<file path="config.mk">
export PLATFORM = sky130hd
export DESIGN_NAME = bitcore_top
export DESIGN_NICKNAME = d
export VERILOG_FILES = /design/src/hw/bitcore_isa_pkg.sv /design/src/hw/bitcore_bus_pkg.sv /design/src/hw/bitcore_decode.sv /design/src/hw/bitcore_regfile.sv /design/src/hw/bitcore_alu.sv /design/src/hw/bitcore_ctrl.sv /design/src/hw/bitcore_mem_if.sv /design/src/hw/bitcore_top.sv
export VERILOG_INCLUDE_DIRS = /design/src /design/src/hw
export SDC_FILE = /design/constraint.sdc
export NUM_CORES = 2
export LEC_CHECK = 0
export ABC_AREA = 0
export BUFFER_PORTS_ARGS = -buffer_cell sky130_fd_sc_hd__buf_2
export CORE_AREA = 2 2 287 403
export CTS_CLUSTER_DIAMETER = 80
export DETAILED_ROUTE_END_ITERATION = 10
export DIE_AREA = 0 0 289 405
export PLACE_DENSITY = 0.84
export REMOVE_ABC_BUFFERS = 1
export SLEW_MARGIN = 10
export SYNTH_ARGS = -nofsm -noshare
export SYNTH_HDL_FRONTEND = slang
export SYNTH_SLANG_ARGS = --single-unit
export TNS_END_PERCENT = 30
</file>
<file path="constraint.sdc">
create_clock -name clk -period 4.25 [get_ports clk]
set_clock_uncertainty 0.15 [all_clocks]
set_input_delay 0.2125 -clock clk [delete_from_list [all_inputs] [get_ports clk]]
set_output_delay 0.2125 -clock clk [all_outputs]
set_load 0.05 [all_outputs]
</file>
<file path="src/hw/bitcore_settings.svh">
`ifndef BITCORE_SETTINGS_SVH
`define BITCORE_SETTINGS_SVH

// Address of the first fetch after reset
`define BITCORE_RESET_PC 32'h0000_0000

// Architectural registers, x0 included
`define BITCORE_NUM_REGS 32

`endif

</file>
<file path="src/hw/bitcore_isa_pkg.sv">
`default_nettype none

package bitcore_isa_pkg;

   typedef enum logic [3:0] {
      OP_ILLEGAL,
      OP_ADDI,
      OP_ADD,
      OP_SUB,
      OP_AND,
      OP_OR,
      OP_XOR,
      OP_LUI,
      OP_BEQ,
      OP_BNE,
      OP_JAL,
      OP_LW,
      OP_SW
   } opcode_e;

   typedef enum logic [2:0] {
      FETCH,
      READ,
      EXEC,
      MEM,
      WRITEBACK
   } exec_state_e;

   // Boolean unit selector, BOOL_NONE leaves the adder on the result
   typedef enum logic [1:0] {
      BOOL_NONE,
      BOOL_AND,
      BOOL_OR,
      BOOL_XOR
   } bool_op_e;

   typedef struct packed {
      opcode_e     op;
      logic [4:0]  rd;
      logic [4:0]  rs1;
      logic [4:0]  rs2;
      logic [31:0] imm;
      logic        wr_rd;
      logic        imm_b;
      logic        sub;
      bool_op_e    bool_op;
   } decoded_t;

endpackage

`default_nettype wire

</file>
<file path="src/hw/bitcore_bus_pkg.sv">
`default_nettype none

package bitcore_bus_pkg;

   // Instruction fetch request
   typedef struct packed {
      logic [31:0] adr;
      logic        cyc;
   } ibus_req_t;

   // Data request, one word per access
   typedef struct packed {
      logic [31:0] adr;
      logic [31:0] dat;
      logic        we;
      logic        cyc;
   } dbus_req_t;

endpackage

`default_nettype wire

</file>
<file path="src/hw/bitcore_decode.sv">
`timescale 1ns/1ps
`default_nettype none
`include "bitcore_settings.svh"

module bitcore_decode (
   input  wire                          clk,
   input  wire                          i_rst_n,
   input  wire [31:0]                   i_ibus_rdt,
   input  wire                          i_ibus_ack,
   input  wire                          i_dbus_ack,
   input  wire                          i_alu_eq,
   output bitcore_isa_pkg::decoded_t    o_dec,
   output bitcore_isa_pkg::exec_state_e o_state,
   output logic                         o_exec_en,
   output logic                         o_last_bit,
   output logic                         o_imm_bit,
   output logic                         o_branch_taken
);

   logic [4:0]  cnt;
   logic [31:0] imm_sh;
   logic        is_mem;

   function automatic bitcore_isa_pkg::decoded_t decode_word(input logic [31:0] w);
      bitcore_isa_pkg::decoded_t d;
      d = '0;
      d.rd = w[11:7];
      d.rs1 = w[19:15];
      d.rs2 = w[24:20];
      d.imm = {{20{w[31]}}, w[31:20]};
      case (w[6:0])
         7'b0010011: begin
            if (w[14:12] == 3'b000) begin
               d.op = bitcore_isa_pkg::OP_ADDI;
               d.wr_rd = 1'b1;
               d.imm_b = 1'b1;
            end
         end
         7'b0110011: begin
            d.wr_rd = 1'b1;
            case ({w[30], w[14:12]})
               4'b0000: d.op = bitcore_isa_pkg::OP_ADD;
               4'b1000: begin
                  d.op = bitcore_isa_pkg::OP_SUB;
                  d.sub = 1'b1;
               end
               4'b0111: begin
                  d.op = bitcore_isa_pkg::OP_AND;
                  d.bool_op = bitcore_isa_pkg::BOOL_AND;
               end
               4'b0110: begin
                  d.op = bitcore_isa_pkg::OP_OR;
                  d.bool_op = bitcore_isa_pkg::BOOL_OR;
               end
               4'b0100: begin
                  d.op = bitcore_isa_pkg::OP_XOR;
                  d.bool_op = bitcore_isa_pkg::BOOL_XOR;
               end
               default: d.wr_rd = 1'b0;
            endcase
         end
         7'b0110111: begin
            d.op = bitcore_isa_pkg::OP_LUI;
            d.wr_rd = 1'b1;
            d.imm_b = 1'b1;
            d.imm = {w[31:12], 12'd0};
         end
         7'b1100011: begin
            d.imm = {{19{w[31]}}, w[31], w[7], w[30:25], w[11:8], 1'b0};
            if (w[14:12] == 3'b000) begin
               d.op = bitcore_isa_pkg::OP_BEQ;
            end else if (w[14:12] == 3'b001) begin
               d.op = bitcore_isa_pkg::OP_BNE;
            end
         end
         7'b1101111: begin
            d.op = bitcore_isa_pkg::OP_JAL;
            d.wr_rd = 1'b1;
            d.imm = {{11{w[31]}}, w[31], w[19:12], w[20], w[30:21], 1'b0};
         end
         7'b0000011: begin
            if (w[14:12] == 3'b010) begin
               d.op = bitcore_isa_pkg::OP_LW;
               d.wr_rd = 1'b1;
               d.imm_b = 1'b1;
            end
         end
         7'b0100011: begin
            if (w[14:12] == 3'b010) begin
               d.op = bitcore_isa_pkg::OP_SW;
               d.imm_b = 1'b1;
               d.imm = {{20{w[31]}}, w[31:25], w[11:7]};
            end
         end
         default: ;
      endcase
      // Register fields past the implemented set turn the word into a no-op
      if (int'(d.rd) >= `BITCORE_NUM_REGS || int'(d.rs1) >= `BITCORE_NUM_REGS) begin
         d.op = bitcore_isa_pkg::OP_ILLEGAL;
         d.wr_rd = 1'b0;
      end
      return d;
   endfunction

   assign is_mem = (o_dec.op == bitcore_isa_pkg::OP_LW) || (o_dec.op == bitcore_isa_pkg::OP_SW);
   assign o_exec_en = (o_state == bitcore_isa_pkg::EXEC) || (o_state == bitcore_isa_pkg::WRITEBACK);
   assign o_last_bit = o_exec_en && (cnt == 5'd31);
   assign o_imm_bit = imm_sh[0];

   always_comb begin
      o_branch_taken = 1'b0;
      if (o_last_bit && o_state == bitcore_isa_pkg::EXEC) begin
         o_branch_taken = (o_dec.op == bitcore_isa_pkg::OP_BEQ && i_alu_eq) ||
                          (o_dec.op == bitcore_isa_pkg::OP_BNE && !i_alu_eq);
      end
   end

   always_ff @(posedge clk) begin
      if (!i_rst_n) begin
         o_state <= bitcore_isa_pkg::FETCH;
         o_dec <= '0;
         cnt <= '0;
      end else begin
         // Wraps back to zero after each 32-bit pass
         if (o_exec_en) begin
            cnt <= cnt + 5'd1;
         end
         case (o_state)
            bitcore_isa_pkg::FETCH: begin
               if (i_ibus_ack) begin
                  o_dec <= decode_word(i_ibus_rdt);
                  o_state <= bitcore_isa_pkg::READ;
               end
            end
            bitcore_isa_pkg::READ: o_state <= bitcore_isa_pkg::EXEC;
            bitcore_isa_pkg::EXEC: begin
               if (o_last_bit) begin
                  o_state <= is_mem ? bitcore_isa_pkg::MEM : bitcore_isa_pkg::FETCH;
               end
            end
            bitcore_isa_pkg::MEM: begin
               if (i_dbus_ack) begin
                  o_state <= (o_dec.op == bitcore_isa_pkg::OP_LW) ?
                             bitcore_isa_pkg::WRITEBACK : bitcore_isa_pkg::FETCH;
               end
            end
            bitcore_isa_pkg::WRITEBACK: begin
               if (o_last_bit) begin
                  o_state <= bitcore_isa_pkg::FETCH;
               end
            end
            default: o_state <= bitcore_isa_pkg::FETCH;
         endcase
      end
   end

   always_ff @(posedge clk) begin
      if (o_state == bitcore_isa_pkg::READ) begin
         imm_sh <= o_dec.imm;
      end else if (o_exec_en && o_state == bitcore_isa_pkg::EXEC) begin
         imm_sh <= {imm_sh[31], imm_sh[31:1]};
      end
   end

endmodule

`default_nettype wire

</file>
<file path="src/hw/bitcore_regfile.sv">
`timescale 1ns/1ps
`default_nettype none
`include "bitcore_settings.svh"

module bitcore_regfile (
   input  wire       clk,
   input  wire       i_rst_n,
   input  wire       i_read,
   input  wire       i_exec_en,
   input  wire [4:0] i_rs1_addr,
   input  wire [4:0] i_rs2_addr,
   input  wire [4:0] i_rd_addr,
   input  wire       i_rd_we,
   input  wire       i_rd_bit,
   input  wire       i_commit,
   output logic      o_rs1_bit,
   output logic      o_rs2_bit
);

   logic [31:0] regs [`BITCORE_NUM_REGS];
   logic [31:0] rs1_sh;
   logic [31:0] rs2_sh;
   logic [31:0] rd_sh;
   logic [31:0] rd_word;

   // Word as it stands once the current bit is shifted in
   assign rd_word = {i_rd_bit, rd_sh[31:1]};
   assign o_rs1_bit = rs1_sh[0];
   assign o_rs2_bit = rs2_sh[0];

   always_ff @(posedge clk) begin
      if (i_read) begin
         rs1_sh <= (i_rs1_addr == 5'd0) ? 32'd0 : regs[i_rs1_addr];
         rs2_sh <= (i_rs2_addr == 5'd0) ? 32'd0 : regs[i_rs2_addr];
      end else if (i_exec_en) begin
         rs1_sh <= {1'b0, rs1_sh[31:1]};
         rs2_sh <= {1'b0, rs2_sh[31:1]};
      end
      if (i_exec_en) begin
         rd_sh <= rd_word;
      end
      if (i_rst_n && i_commit && i_rd_we && i_rd_addr != 5'd0) begin
         regs[i_rd_addr] <= rd_word;
      end
   end

endmodule

`default_nettype wire

</file>
<file path="src/hw/bitcore_alu.sv">
`timescale 1ns/1ps
`default_nettype none

module bitcore_alu (
   input  wire                       clk,
   input  wire                       i_rst_n,
   input  wire                       i_exec_en,
   input  wire                       i_first_bit,
   input  wire bitcore_isa_pkg::decoded_t i_dec,
   input  wire                       i_rs1_bit,
   input  wire                       i_imm_bit,
   input  wire                       i_rs2_bit,
   output logic                      o_rd_bit,
   output logic                      o_eq
);

   logic op_b;
   logic b_inv;
   logic carry_in;
   logic carry_r;
   logic sum;
   logic eq_r;

   assign op_b = i_dec.imm_b ? i_imm_bit : i_rs2_bit;
   assign b_inv = op_b ^ i_dec.sub;
   // Subtract seeds a one into bit 0 to finish the two's complement
   assign carry_in = i_first_bit ? i_dec.sub : carry_r;
   assign sum = i_rs1_bit ^ b_inv ^ carry_in;
   // Equal so far, current bit included
   assign o_eq = (i_rs1_bit == op_b) && (i_first_bit || eq_r);

   always_comb begin
      case (i_dec.bool_op)
         bitcore_isa_pkg::BOOL_AND: o_rd_bit = i_rs1_bit & op_b;
         bitcore_isa_pkg::BOOL_OR:  o_rd_bit = i_rs1_bit | op_b;
         bitcore_isa_pkg::BOOL_XOR: o_rd_bit = i_rs1_bit ^ op_b;
         default: o_rd_bit = (i_dec.op == bitcore_isa_pkg::OP_LUI) ? i_imm_bit : sum;
      endcase
   end

   always_ff @(posedge clk) begin
      if (!i_rst_n) begin
         carry_r <= 1'b0;
         eq_r <= 1'b1;
      end else if (i_exec_en) begin
         carry_r <= (i_rs1_bit & b_inv) | (carry_in & (i_rs1_bit ^ b_inv));
         eq_r <= o_eq;
      end
   end

endmodule

`default_nettype wire

</file>
<file path="src/hw/bitcore_ctrl.sv">
`timescale 1ns/1ps
`default_nettype none
`include "bitcore_settings.svh"

module bitcore_ctrl (
   input  wire                          clk,
   input  wire                          i_rst_n,
   input  wire bitcore_isa_pkg::exec_state_e i_state,
   input  wire                          i_exec_en,
   input  wire                          i_last_bit,
   input  wire bitcore_isa_pkg::decoded_t    i_dec,
   input  wire                          i_imm_bit,
   input  wire                          i_branch_taken,
   input  wire                          i_ibus_ack,
   output bitcore_bus_pkg::ibus_req_t   o_ibus,
   output logic                         o_link_bit
);

   logic [31:0] pc;
   logic [31:0] target_sh;
   logic [2:0]  four_sh;
   logic        cyc_r;
   logic        c4_r;
   logic        ci_r;
   logic        sum4;
   logic        sumi;
   logic        shift_en;
   logic        take;

   // PC rotates through itself during execute, so the fetch address is
   // only meaningful while cyc is high
   assign shift_en = i_exec_en && (i_state == bitcore_isa_pkg::EXEC);
   assign sum4 = pc[0] ^ four_sh[0] ^ c4_r;
   assign sumi = pc[0] ^ i_imm_bit ^ ci_r;
   assign take = i_branch_taken || (i_dec.op == bitcore_isa_pkg::OP_JAL);
   assign o_link_bit = sum4;
   assign o_ibus = '{adr: pc, cyc: cyc_r};

   always_ff @(posedge clk) begin
      if (!i_rst_n) begin
         pc <= `BITCORE_RESET_PC;
         cyc_r <= 1'b0;
         four_sh <= 3'd0;
         c4_r <= 1'b0;
         ci_r <= 1'b0;
      end else begin
         if (cyc_r && i_ibus_ack) begin
            cyc_r <= 1'b0;
         end else if (i_state == bitcore_isa_pkg::FETCH) begin
            cyc_r <= 1'b1;
         end
         if (i_state == bitcore_isa_pkg::READ) begin
            // Constant 4 as a serial stream with its one in bit 2
            four_sh <= 3'b100;
            c4_r <= 1'b0;
            ci_r <= 1'b0;
         end else if (shift_en) begin
            four_sh <= {1'b0, four_sh[2:1]};
            c4_r <= (pc[0] & four_sh[0]) | (c4_r & (pc[0] ^ four_sh[0]));
            ci_r <= (pc[0] & i_imm_bit) | (ci_r & (pc[0] ^ i_imm_bit));
            if (i_last_bit && take) begin
               pc <= {sumi, target_sh[31:1]};
            end else begin
               pc <= {sum4, pc[31:1]};
            end
         end
      end
   end

   always_ff @(posedge clk) begin
      if (shift_en) begin
         target_sh <= {sumi, target_sh[31:1]};
      end
   end

endmodule

`default_nettype wire

</file>
<file path="src/hw/bitcore_mem_if.sv">
`timescale 1ns/1ps
`default_nettype none

module bitcore_mem_if (
   input  wire                          clk,
   input  wire                          i_rst_n,
   input  wire bitcore_isa_pkg::exec_state_e i_state,
   input  wire                          i_exec_en,
   input  wire                          i_is_store,
   input  wire                          i_addr_bit,
   input  wire                          i_rs2_bit,
   input  wire [31:0]                   i_dbus_rdt,
   input  wire                          i_dbus_ack,
   output bitcore_bus_pkg::dbus_req_t   o_dbus,
   output logic                         o_load_bit
);

   logic [31:0] adr_sh;
   logic [31:0] dat_sh;
   logic [31:0] rdt_sh;
   logic        cyc_r;

   assign o_dbus = '{adr: {adr_sh[31:2], 2'b00}, dat: dat_sh, we: i_is_store, cyc: cyc_r};
   assign o_load_bit = rdt_sh[0];

   always_ff @(posedge clk) begin
      if (!i_rst_n) begin
         cyc_r <= 1'b0;
      end else if (cyc_r && i_dbus_ack) begin
         cyc_r <= 1'b0;
      end else if (i_state == bitcore_isa_pkg::MEM) begin
         cyc_r <= 1'b1;
      end
   end

   always_ff @(posedge clk) begin
      // Address is the ALU sum, store data comes straight from rs2
      if (i_exec_en && i_state == bitcore_isa_pkg::EXEC) begin
         adr_sh <= {i_addr_bit, adr_sh[31:1]};
         dat_sh <= {i_rs2_bit, dat_sh[31:1]};
      end
      if (cyc_r && i_dbus_ack) begin
         rdt_sh <= i_dbus_rdt;
      end else if (i_exec_en && i_state == bitcore_isa_pkg::WRITEBACK) begin
         rdt_sh <= {1'b0, rdt_sh[31:1]};
      end
   end

endmodule

`default_nettype wire

</file>
<file path="src/hw/bitcore_top.sv">
`timescale 1ns/1ps
`default_nettype none

module bitcore_top (
   input  wire                        clk,
   input  wire                        i_rst_n,
   input  wire [31:0]                 i_ibus_rdt,
   input  wire                        i_ibus_ack,
   input  wire [31:0]                 i_dbus_rdt,
   input  wire                        i_dbus_ack,
   output bitcore_bus_pkg::ibus_req_t o_ibus,
   output bitcore_bus_pkg::dbus_req_t o_dbus
);

   bitcore_isa_pkg::decoded_t    dec;
   bitcore_isa_pkg::exec_state_e state;
   logic exec_en;
   logic last_bit;
   logic imm_bit;
   logic branch_taken;
   logic alu_eq;
   logic rs1_bit;
   logic rs2_bit;
   logic alu_rd_bit;
   logic link_bit;
   logic load_bit;
   logic rd_bit;
   logic first_bit;
   logic commit;

   // High on the first execute cycle, which always follows READ
   always_ff @(posedge clk) begin
      if (!i_rst_n) begin
         first_bit <= 1'b0;
      end else begin
         first_bit <= (state == bitcore_isa_pkg::READ);
      end
   end

   // Load data in write-back, link value for JAL, ALU otherwise
   assign rd_bit = (state == bitcore_isa_pkg::WRITEBACK) ? load_bit :
                   (dec.op == bitcore_isa_pkg::OP_JAL) ? link_bit : alu_rd_bit;
   assign commit = last_bit &&
                   (state == bitcore_isa_pkg::WRITEBACK || dec.op != bitcore_isa_pkg::OP_LW);

   bitcore_decode decode_i (
      .clk            (clk),
      .i_rst_n        (i_rst_n),
      .i_ibus_rdt     (i_ibus_rdt),
      .i_ibus_ack     (i_ibus_ack & o_ibus.cyc),
      .i_dbus_ack     (i_dbus_ack & o_dbus.cyc),
      .i_alu_eq       (alu_eq),
      .o_dec          (dec),
      .o_state        (state),
      .o_exec_en      (exec_en),
      .o_last_bit     (last_bit),
      .o_imm_bit      (imm_bit),
      .o_branch_taken (branch_taken)
   );

   bitcore_regfile regfile_i (
      .clk        (clk),
      .i_rst_n    (i_rst_n),
      .i_read     (state == bitcore_isa_pkg::READ),
      .i_exec_en  (exec_en),
      .i_rs1_addr (dec.rs1),
      .i_rs2_addr (dec.rs2),
      .i_rd_addr  (dec.rd),
      .i_rd_we    (dec.wr_rd),
      .i_rd_bit   (rd_bit),
      .i_commit   (commit),
      .o_rs1_bit  (rs1_bit),
      .o_rs2_bit  (rs2_bit)
   );

   bitcore_alu alu_i (
      .clk         (clk),
      .i_rst_n     (i_rst_n),
      .i_exec_en   (exec_en),
      .i_first_bit (first_bit),
      .i_dec       (dec),
      .i_rs1_bit   (rs1_bit),
      .i_imm_bit   (imm_bit),
      .i_rs2_bit   (rs2_bit),
      .o_rd_bit    (alu_rd_bit),
      .o_eq        (alu_eq)
   );

   bitcore_ctrl ctrl_i (
      .clk            (clk),
      .i_rst_n        (i_rst_n),
      .i_state        (state),
      .i_exec_en      (exec_en),
      .i_last_bit     (last_bit),
      .i_dec          (dec),
      .i_imm_bit      (imm_bit),
      .i_branch_taken (branch_taken),
      .i_ibus_ack     (i_ibus_ack),
      .o_ibus         (o_ibus),
      .o_link_bit     (link_bit)
   );

   bitcore_mem_if mem_if_i (
      .clk        (clk),
      .i_rst_n    (i_rst_n),
      .i_state    (state),
      .i_exec_en  (exec_en),
      .i_is_store (dec.op == bitcore_isa_pkg::OP_SW),
      .i_addr_bit (alu_rd_bit),
      .i_rs2_bit  (rs2_bit),
      .i_dbus_rdt (i_dbus_rdt),
      .i_dbus_ack (i_dbus_ack),
      .o_dbus     (o_dbus),
      .o_load_bit (load_bit)
   );

endmodule

`default_nettype wire

</file>
### Word-level counts from Yosys, hierarchy flattened

Memories as Yosys holds them, arrays and structs flattened. A register that Yosys moved wholly into a read port is not among the register bits.
Cells that the tools add are included.

* add/sub/neg operators: 1
* equality and inequality tests: 33
* muxes and demuxes: 51
* bitwise logic cells: 23
* reduce and logical (&&, ||, !) cells: 38

Operators by type and width (count)
* 32-bit two-way mux: 10
* 31-bit case mux with 4 select lines: 1
* 31-bit two-way mux: 1
* 3-bit case mux with 5 select lines: 2
* 4-bit case mux with 7 select lines: 1
* 5-bit two-way mux: 5
* 4-bit == test, second input constant: 6
* 3-bit two-way mux: 8
* 7-bit by 6-bit == test with 1-bit output, second input constant: 3
* 4-bit by 3-bit == test with 1-bit output, second input constant: 4
* 4-bit two-way mux: 4
* 7-bit == test, second input constant: 2
* 1-bit logical AND: 14
* 1-bit two-way mux: 12
* 5-bit logical NOT: 2
* 1-bit bitwise AND: 9
* 3-bit by 2-bit == test with 1-bit output, second input constant: 3
* 1-bit case mux with 4 select lines: 2
* 2-bit OR reduction: 4
* 1-bit bitwise XOR: 8
* 7-bit by 2-bit == test with 1-bit output, second input constant: 1
* 7-bit by 5-bit == test with 1-bit output, second input constant: 1
* 3-bit by 1-bit == test with 1-bit output, second input constant: 2
* 3-bit logical NOT: 2
* other kinds (22): 39

* flip-flop bits (word level): 362
* memory bits (writable): 1024
* input bits: 68
* output and inout bits: 99
* logic and storage cells: 177
* memories: 1

Memory list
* regfile_i.regs: depth 32, width 32, read ports 2, clocked after Yosys merged registers in 2, wr ports 1, RTL line bitcore_regfile.sv:20 `` logic [31:0] regs [`BITCORE_NUM_REGS]; ``

### Longest topological paths before layout

* depth in word-level cells: 10
* depth in mapped cells: 9
* gate-level depth less buffers: 8

### Cells and area by module

Synthesis repeated with hierarchy kept, for this count alone.

* cells, all modules: 3415
* area, all modules: 61515.2 µm²

Modules (own cells, without submodules)
* bitcore_regfile: times used 1, cells each 2550, area each 50634.8 µm², sequential area each 33602.2 µm²
* bitcore_decode: times used 1, cells each 444, area each 4525.6 µm², sequential area each 2242.2 µm²
* bitcore_mem_if: times used 1, cells each 142, area each 3429.5 µm², sequential area each 2842.7 µm²
* bitcore_ctrl: times used 1, cells each 244, area each 2597.5 µm², sequential area each 1691.6 µm²
* bitcore_alu: times used 1, cells each 19, area each 209.0 µm², sequential area each 40.0 µm²
* bitcore_top: times used 1, cells each 16, area each 118.9 µm², sequential area each 20.0 µm²

### Worst setup path before layout

Ideal clock, no wire load.

* path kind: register -> register
* start: register decode_i.cnt[0]
* end: memory regfile_i.regs[16][0] (enable)
* setup time: 0.461 ns
* arrival: 3.980 ns
* required time: 3.639 ns
* path slack: -0.341 ns
* cell stages (with the launch flop): 9
* path through: dfxtp_1 > ha_1 > and3_1 > ha_1 > nor2b_1 > nand2_1 > nor4_1 > nand3b_1 > nor3_1

* longest elaborated chain between the ends: 8

Ends and longest elaborated chain
* start, declared: RTL line bitcore_decode.sv:20 `logic [4:0] cnt;`
* start signal, assigned: RTL line bitcore_decode.sv:126 `cnt <= cnt + 5'd1;`
* 5-bit == test: RTL line bitcore_decode.sv:107 `assign o_last_bit = o_exec_en && (cnt == 5'd31);`
* 1-bit logical AND: RTL line bitcore_decode.sv:107
* 1-bit logical AND: RTL line bitcore_top.sv:43 `assign commit = last_bit &&`
* 1-bit logical AND (3 in series): RTL line bitcore_regfile.sv:42 `if (i_rst_n && i_commit && i_rd_we && i_rd_addr != 5'd0) begin`
* 1-bit two-way mux: RTL line bitcore_regfile.sv:42
* 1-bit two-way mux (implied by the code): RTL line bitcore_regfile.sv:43 `regs[i_rd_addr] <= rd_word;`
* end, declared: RTL line bitcore_regfile.sv:20

No other way between the ends.

### Final worst setup path

* start: register decode_i.o_state[0]
* end: register regfile_i.rs1_sh[12] (data pin)

* longest elaborated chain between the ends: 2

Ends and longest elaborated chain
* start, declared: RTL line bitcore_decode.sv:13 `output bitcore_isa_pkg::exec_state_e o_state,`
* start signal, assigned: RTL line bitcore_decode.sv:120 `o_state <= bitcore_isa_pkg::FETCH;`
* start signal, assigned: RTL line bitcore_decode.sv:132 `o_state <= bitcore_isa_pkg::READ;`
* start signal, assigned: RTL line bitcore_decode.sv:135 `bitcore_isa_pkg::READ: o_state <= bitcore_isa_pkg::EXEC;`
* 3-bit by 1-bit == test with 1-bit output: RTL line bitcore_top.sv:64 `.i_read (state == bitcore_isa_pkg::READ),`
* 32-bit two-way mux: RTL line bitcore_regfile.sv:32 `if (i_read) begin`
* end signal, assigned: RTL line bitcore_regfile.sv:33 `rs1_sh <= (i_rs1_addr == 5'd0) ? 32'd0 : regs[i_rs1_addr];`
* end signal, assigned: RTL line bitcore_regfile.sv:36 `rs1_sh <= {1'b0, rs1_sh[31:1]};`
* end, declared: RTL line bitcore_regfile.sv:21 `logic [31:0] rs1_sh;`

No other way between the ends.
A chain may end at the register's enable or synchronous reset.

==> results.ini <==
[logic_synthesis]
synth_seq_cells=1392
yosys.area.top_type_share=0.6178
synth_top_family_by_area=multiplexers
yosys.area.top_type=edfxtp_1
synth_area_leaders=edfxtp_1 (62%), mux2i_1 (11%), mux4_2 (7.5%), dfxtp_1 (3.7%), a21oi_1 (1.8%)
yosys-top-cells-count=edfxtp_1 (1276), mux2i_1 (661), nand2_1 (286)
ys_seq_area_frac=0.6552
synth-simple-area-share=0.05667
synthArstFlopShare=0
syn_area_um2=62020
synthAdderAreaFrac=0.001775
synth-xor-area-share=0.0008473
synth_edf_count=1276
yosysWarnings=0
yosysUniqueCellTypes=71
synth_area_per_cell_um2=15.12
synth_cells=4102
yosys-mux-area-fraction=0.1878
synth-main-ff-cell=edfxtp_1
yosysMostFrequentCell=edfxtp_1
synth_compound_area_frac=0.07458

[cells_and_area]
fillerInstances=7782
drive_above_1_share=0.1783
final_util=0.6154
final_net_count=4417
area_growth_pct=12.79

[global_routing]
overflow=0
antenna_found_initial=4
grt_max_degree=90
grt_util_all_layers=0.2859
grt_pass1_vias=40620
grt_pass1_wl_um=248700

[drt]
vias=40490
wl_per_cell_um=28.83
drt_iter0_markers=5262
viasPerCell=6.832
drc_errors=0
routed_wl_um=170900
firstDrtPassIters=6
ant_nets=0

[power_and_ir_drop]
cellPowerDensity_nw_per_um2=404.0
leakage_uw=0.02138
ir_drop_mv=0.4025

[floorplan]
rows=147
die_y_um=405
die_x_um=289
ioPinCount=167
die_area_um2=117000
start_util=0.5456
core_um2=113700

[placed_design]
place_hpwl_um=103200
gp_congestion=0.9144
io_buffer_count=164
pre_cts_slack_ns=0.9446

[setup_path]
path_cells=or3b_4, a21oi_4, buf_4, o211ai_1, or3_1, a21oi_1
worstSetupEndpointType=flip-flop
path_delay_family=simple AND/OR/NAND/NOR gates
cp_data_arrival_time_ns=3.83
reg2reg_from=decode_i.o_state[0]
r2r_end=regfile_i.rs1_sh[12]
max_stage_delay_ns=0.66
critPathKind=flip-flop to flip-flop
critPathMaxFanout=38
critPathSlowestCell=or3b_4
reg2reg_depth=6
cp-start-kind=flip-flop
cp.required_ns=4.63
crit_buf_inv=1
path_depth=6
startpoint=decode_i.o_state[0]
crit_end=regfile_i.rs1_sh[12]
rrSetupSlack_ns=0.80

[clock_tree]
cts_tree=built
htreeDepth=3
cts_setup_buffers=0
clk_latency_ns=0.73
clk_pin_slew_ns=0.07
cts_buffers=118
clockBufferDepth=3
root_buffer=clkbuf_16
clkSinkCount=1392

[timing]
fmax_mhz=290.2
fin_crit_ns=3.446
period_share=0.8107
setup_ws_ns=0.8045
rsz0062_at_grt=no
setup_violations=0
hold_viol=0
worst_slew_pin_slew_ns=1.377
drv_slew=0
relSlewSlack=0.08214

[flow_run]
maxCapViolations=0

[outcome]
status=finished, final reports clean

[worst_hold_path]
hold_path_class=primary input to flip-flop

-- timing repair --
action	in CTS	in global routing
gates resized for setup	0	0
hold endpoints to repair	109	0
hold buffers	75	0
-- final cells by class --
| type | count | area (um^2) | share of cell area |
|---|---|---|---|
| clock buffer | 163 | 3246 | 0.04640 |
| tap | 1490 | 1864 | 0.02665 |
| multi-input combinational | 2429 | 20420 | 0.2919 |
| inverter | 10 | 40.04 | 0.0005723 |
| clock inverter | 51 | 556.8 | 0.007959 |
| timing repair buffer | 391 | 3166 | 0.04525 |
| antenna | 1 | 2.502 | 0.00003577 |
| sequential | 1392 | 40660 | 0.5813 |
-- routing by layer --
layer	routed length, um	global-route usage
met1	55320	0.3327
met2	85620	0.4871
met3	18090	0.05203
met4	11840	0.1810
met5	22	0
-- metrics by stage --
| stage | total power [uW] | hold slack, ns | setup TNS, ns | area [um^2] | std cells |
|---|---|---|---|---|---|
| 2_1_floorplan | 17430 | 0.1244 | -902.81 | 60760 | 3831 |
| 4_1_cts | 28200 | 0.1067 | 0 | 69910 | 5924 |
| 6_report | 28260 | 0.1490 | 0 | 69950 | 5927 |
| 3_5_place_dp | 17590 | 0.2788 | 0 | 65360 | 5635 |
| 3_3_place_gp | 17540 | 0.2709 | 0 | 65360 | 5635 |
| 5_1_grt | 28850 | 0.1618 | 0 | 69950 | 5926 |
-- registers in the layout (all words and copies together), names as in the netlist, named ones only --
register          cells
alu_i.carry_r         1
alu_i.eq_r            1
ctrl_i.c4_r           1
ctrl_i.ci_r           1
ctrl_i.cyc_r          1
ctrl_i.four_sh        3
ctrl_i.pc            32
ctrl_i.target_sh     31
decode_i.cnt          5
decode_i.imm_sh      32
decode_i.o_dec       56
decode_i.o_state      3
first_bit             1
mem_if_i.adr_sh      30
mem_if_i.cyc_r        1
mem_if_i.dat_sh      32
mem_if_i.rdt_sh      32
regfile_i.rd_sh      31
regfile_i.regs     1024
regfile_i.rs1_sh     32
regfile_i.rs2_sh     32
-- worst min-delay path, stage by stage --
cell and delay [ns]:
dlygate4sd3_1 0.54, buf_2 0.13, nand3_1 0.06, a21oi_1 0.06
-- worst min path at each step --
stage                                      to  cells past startpoint  slack [ns]           startpoint
after floorplan                    alu_i.eq_r                      1        0.12              i_rst_n
after global placement     mem_if_i.dat_sh[9]                      0        0.27  mem_if_i.dat_sh[10]
after detailed placement  mem_if_i.dat_sh[11]                      0        0.28  mem_if_i.dat_sh[12]
after CTS                  decode_i.o_dec[13]                      4        0.11       i_ibus_rdt[28]
after global routing       decode_i.o_dec[13]                      4        0.16       i_ibus_rdt[28]
final                      decode_i.o_dec[13]                      4        0.15       i_ibus_rdt[28]
-- report_power, final --
| part | total, uW | switching, uW | internal (uW) |
|---|---|---|---|
| Clock | 10800 | 4830 | 5990 |
| Sequential | 15300 | 217 | 15100 |
| Combinational | 2130 | 1370 | 757 |
| Total | 28300 | 6410 | 21800 |
-- cells in the final DEF, fill, tap and decap left out, drive strengths merged, types with 62 or more instances in the layout --
cell and n:
a21oi 231, a22oi 120, buf 316, clkbuf 163
dfxtp 116, dlygate4sd3 75, edfxtp 1276, mux2i 661
mux4 206, nand2 286, nor2 134, nor2b 71
nor4 64, o21ai 187, o22ai 63, or3 62
-- logic make-up after synthesis --
kind of cell | count (synthesis)
AO/OA/AOI/OAI | 757
adder cells (fa/ha/maj) | 7
flip-flops | 1392
XOR/XNOR | 6
other | 1
buffers and inverters | 314
AND/OR/NAND/NOR | 723
multiplexers | 902
(Power assumes the default switching activity.)
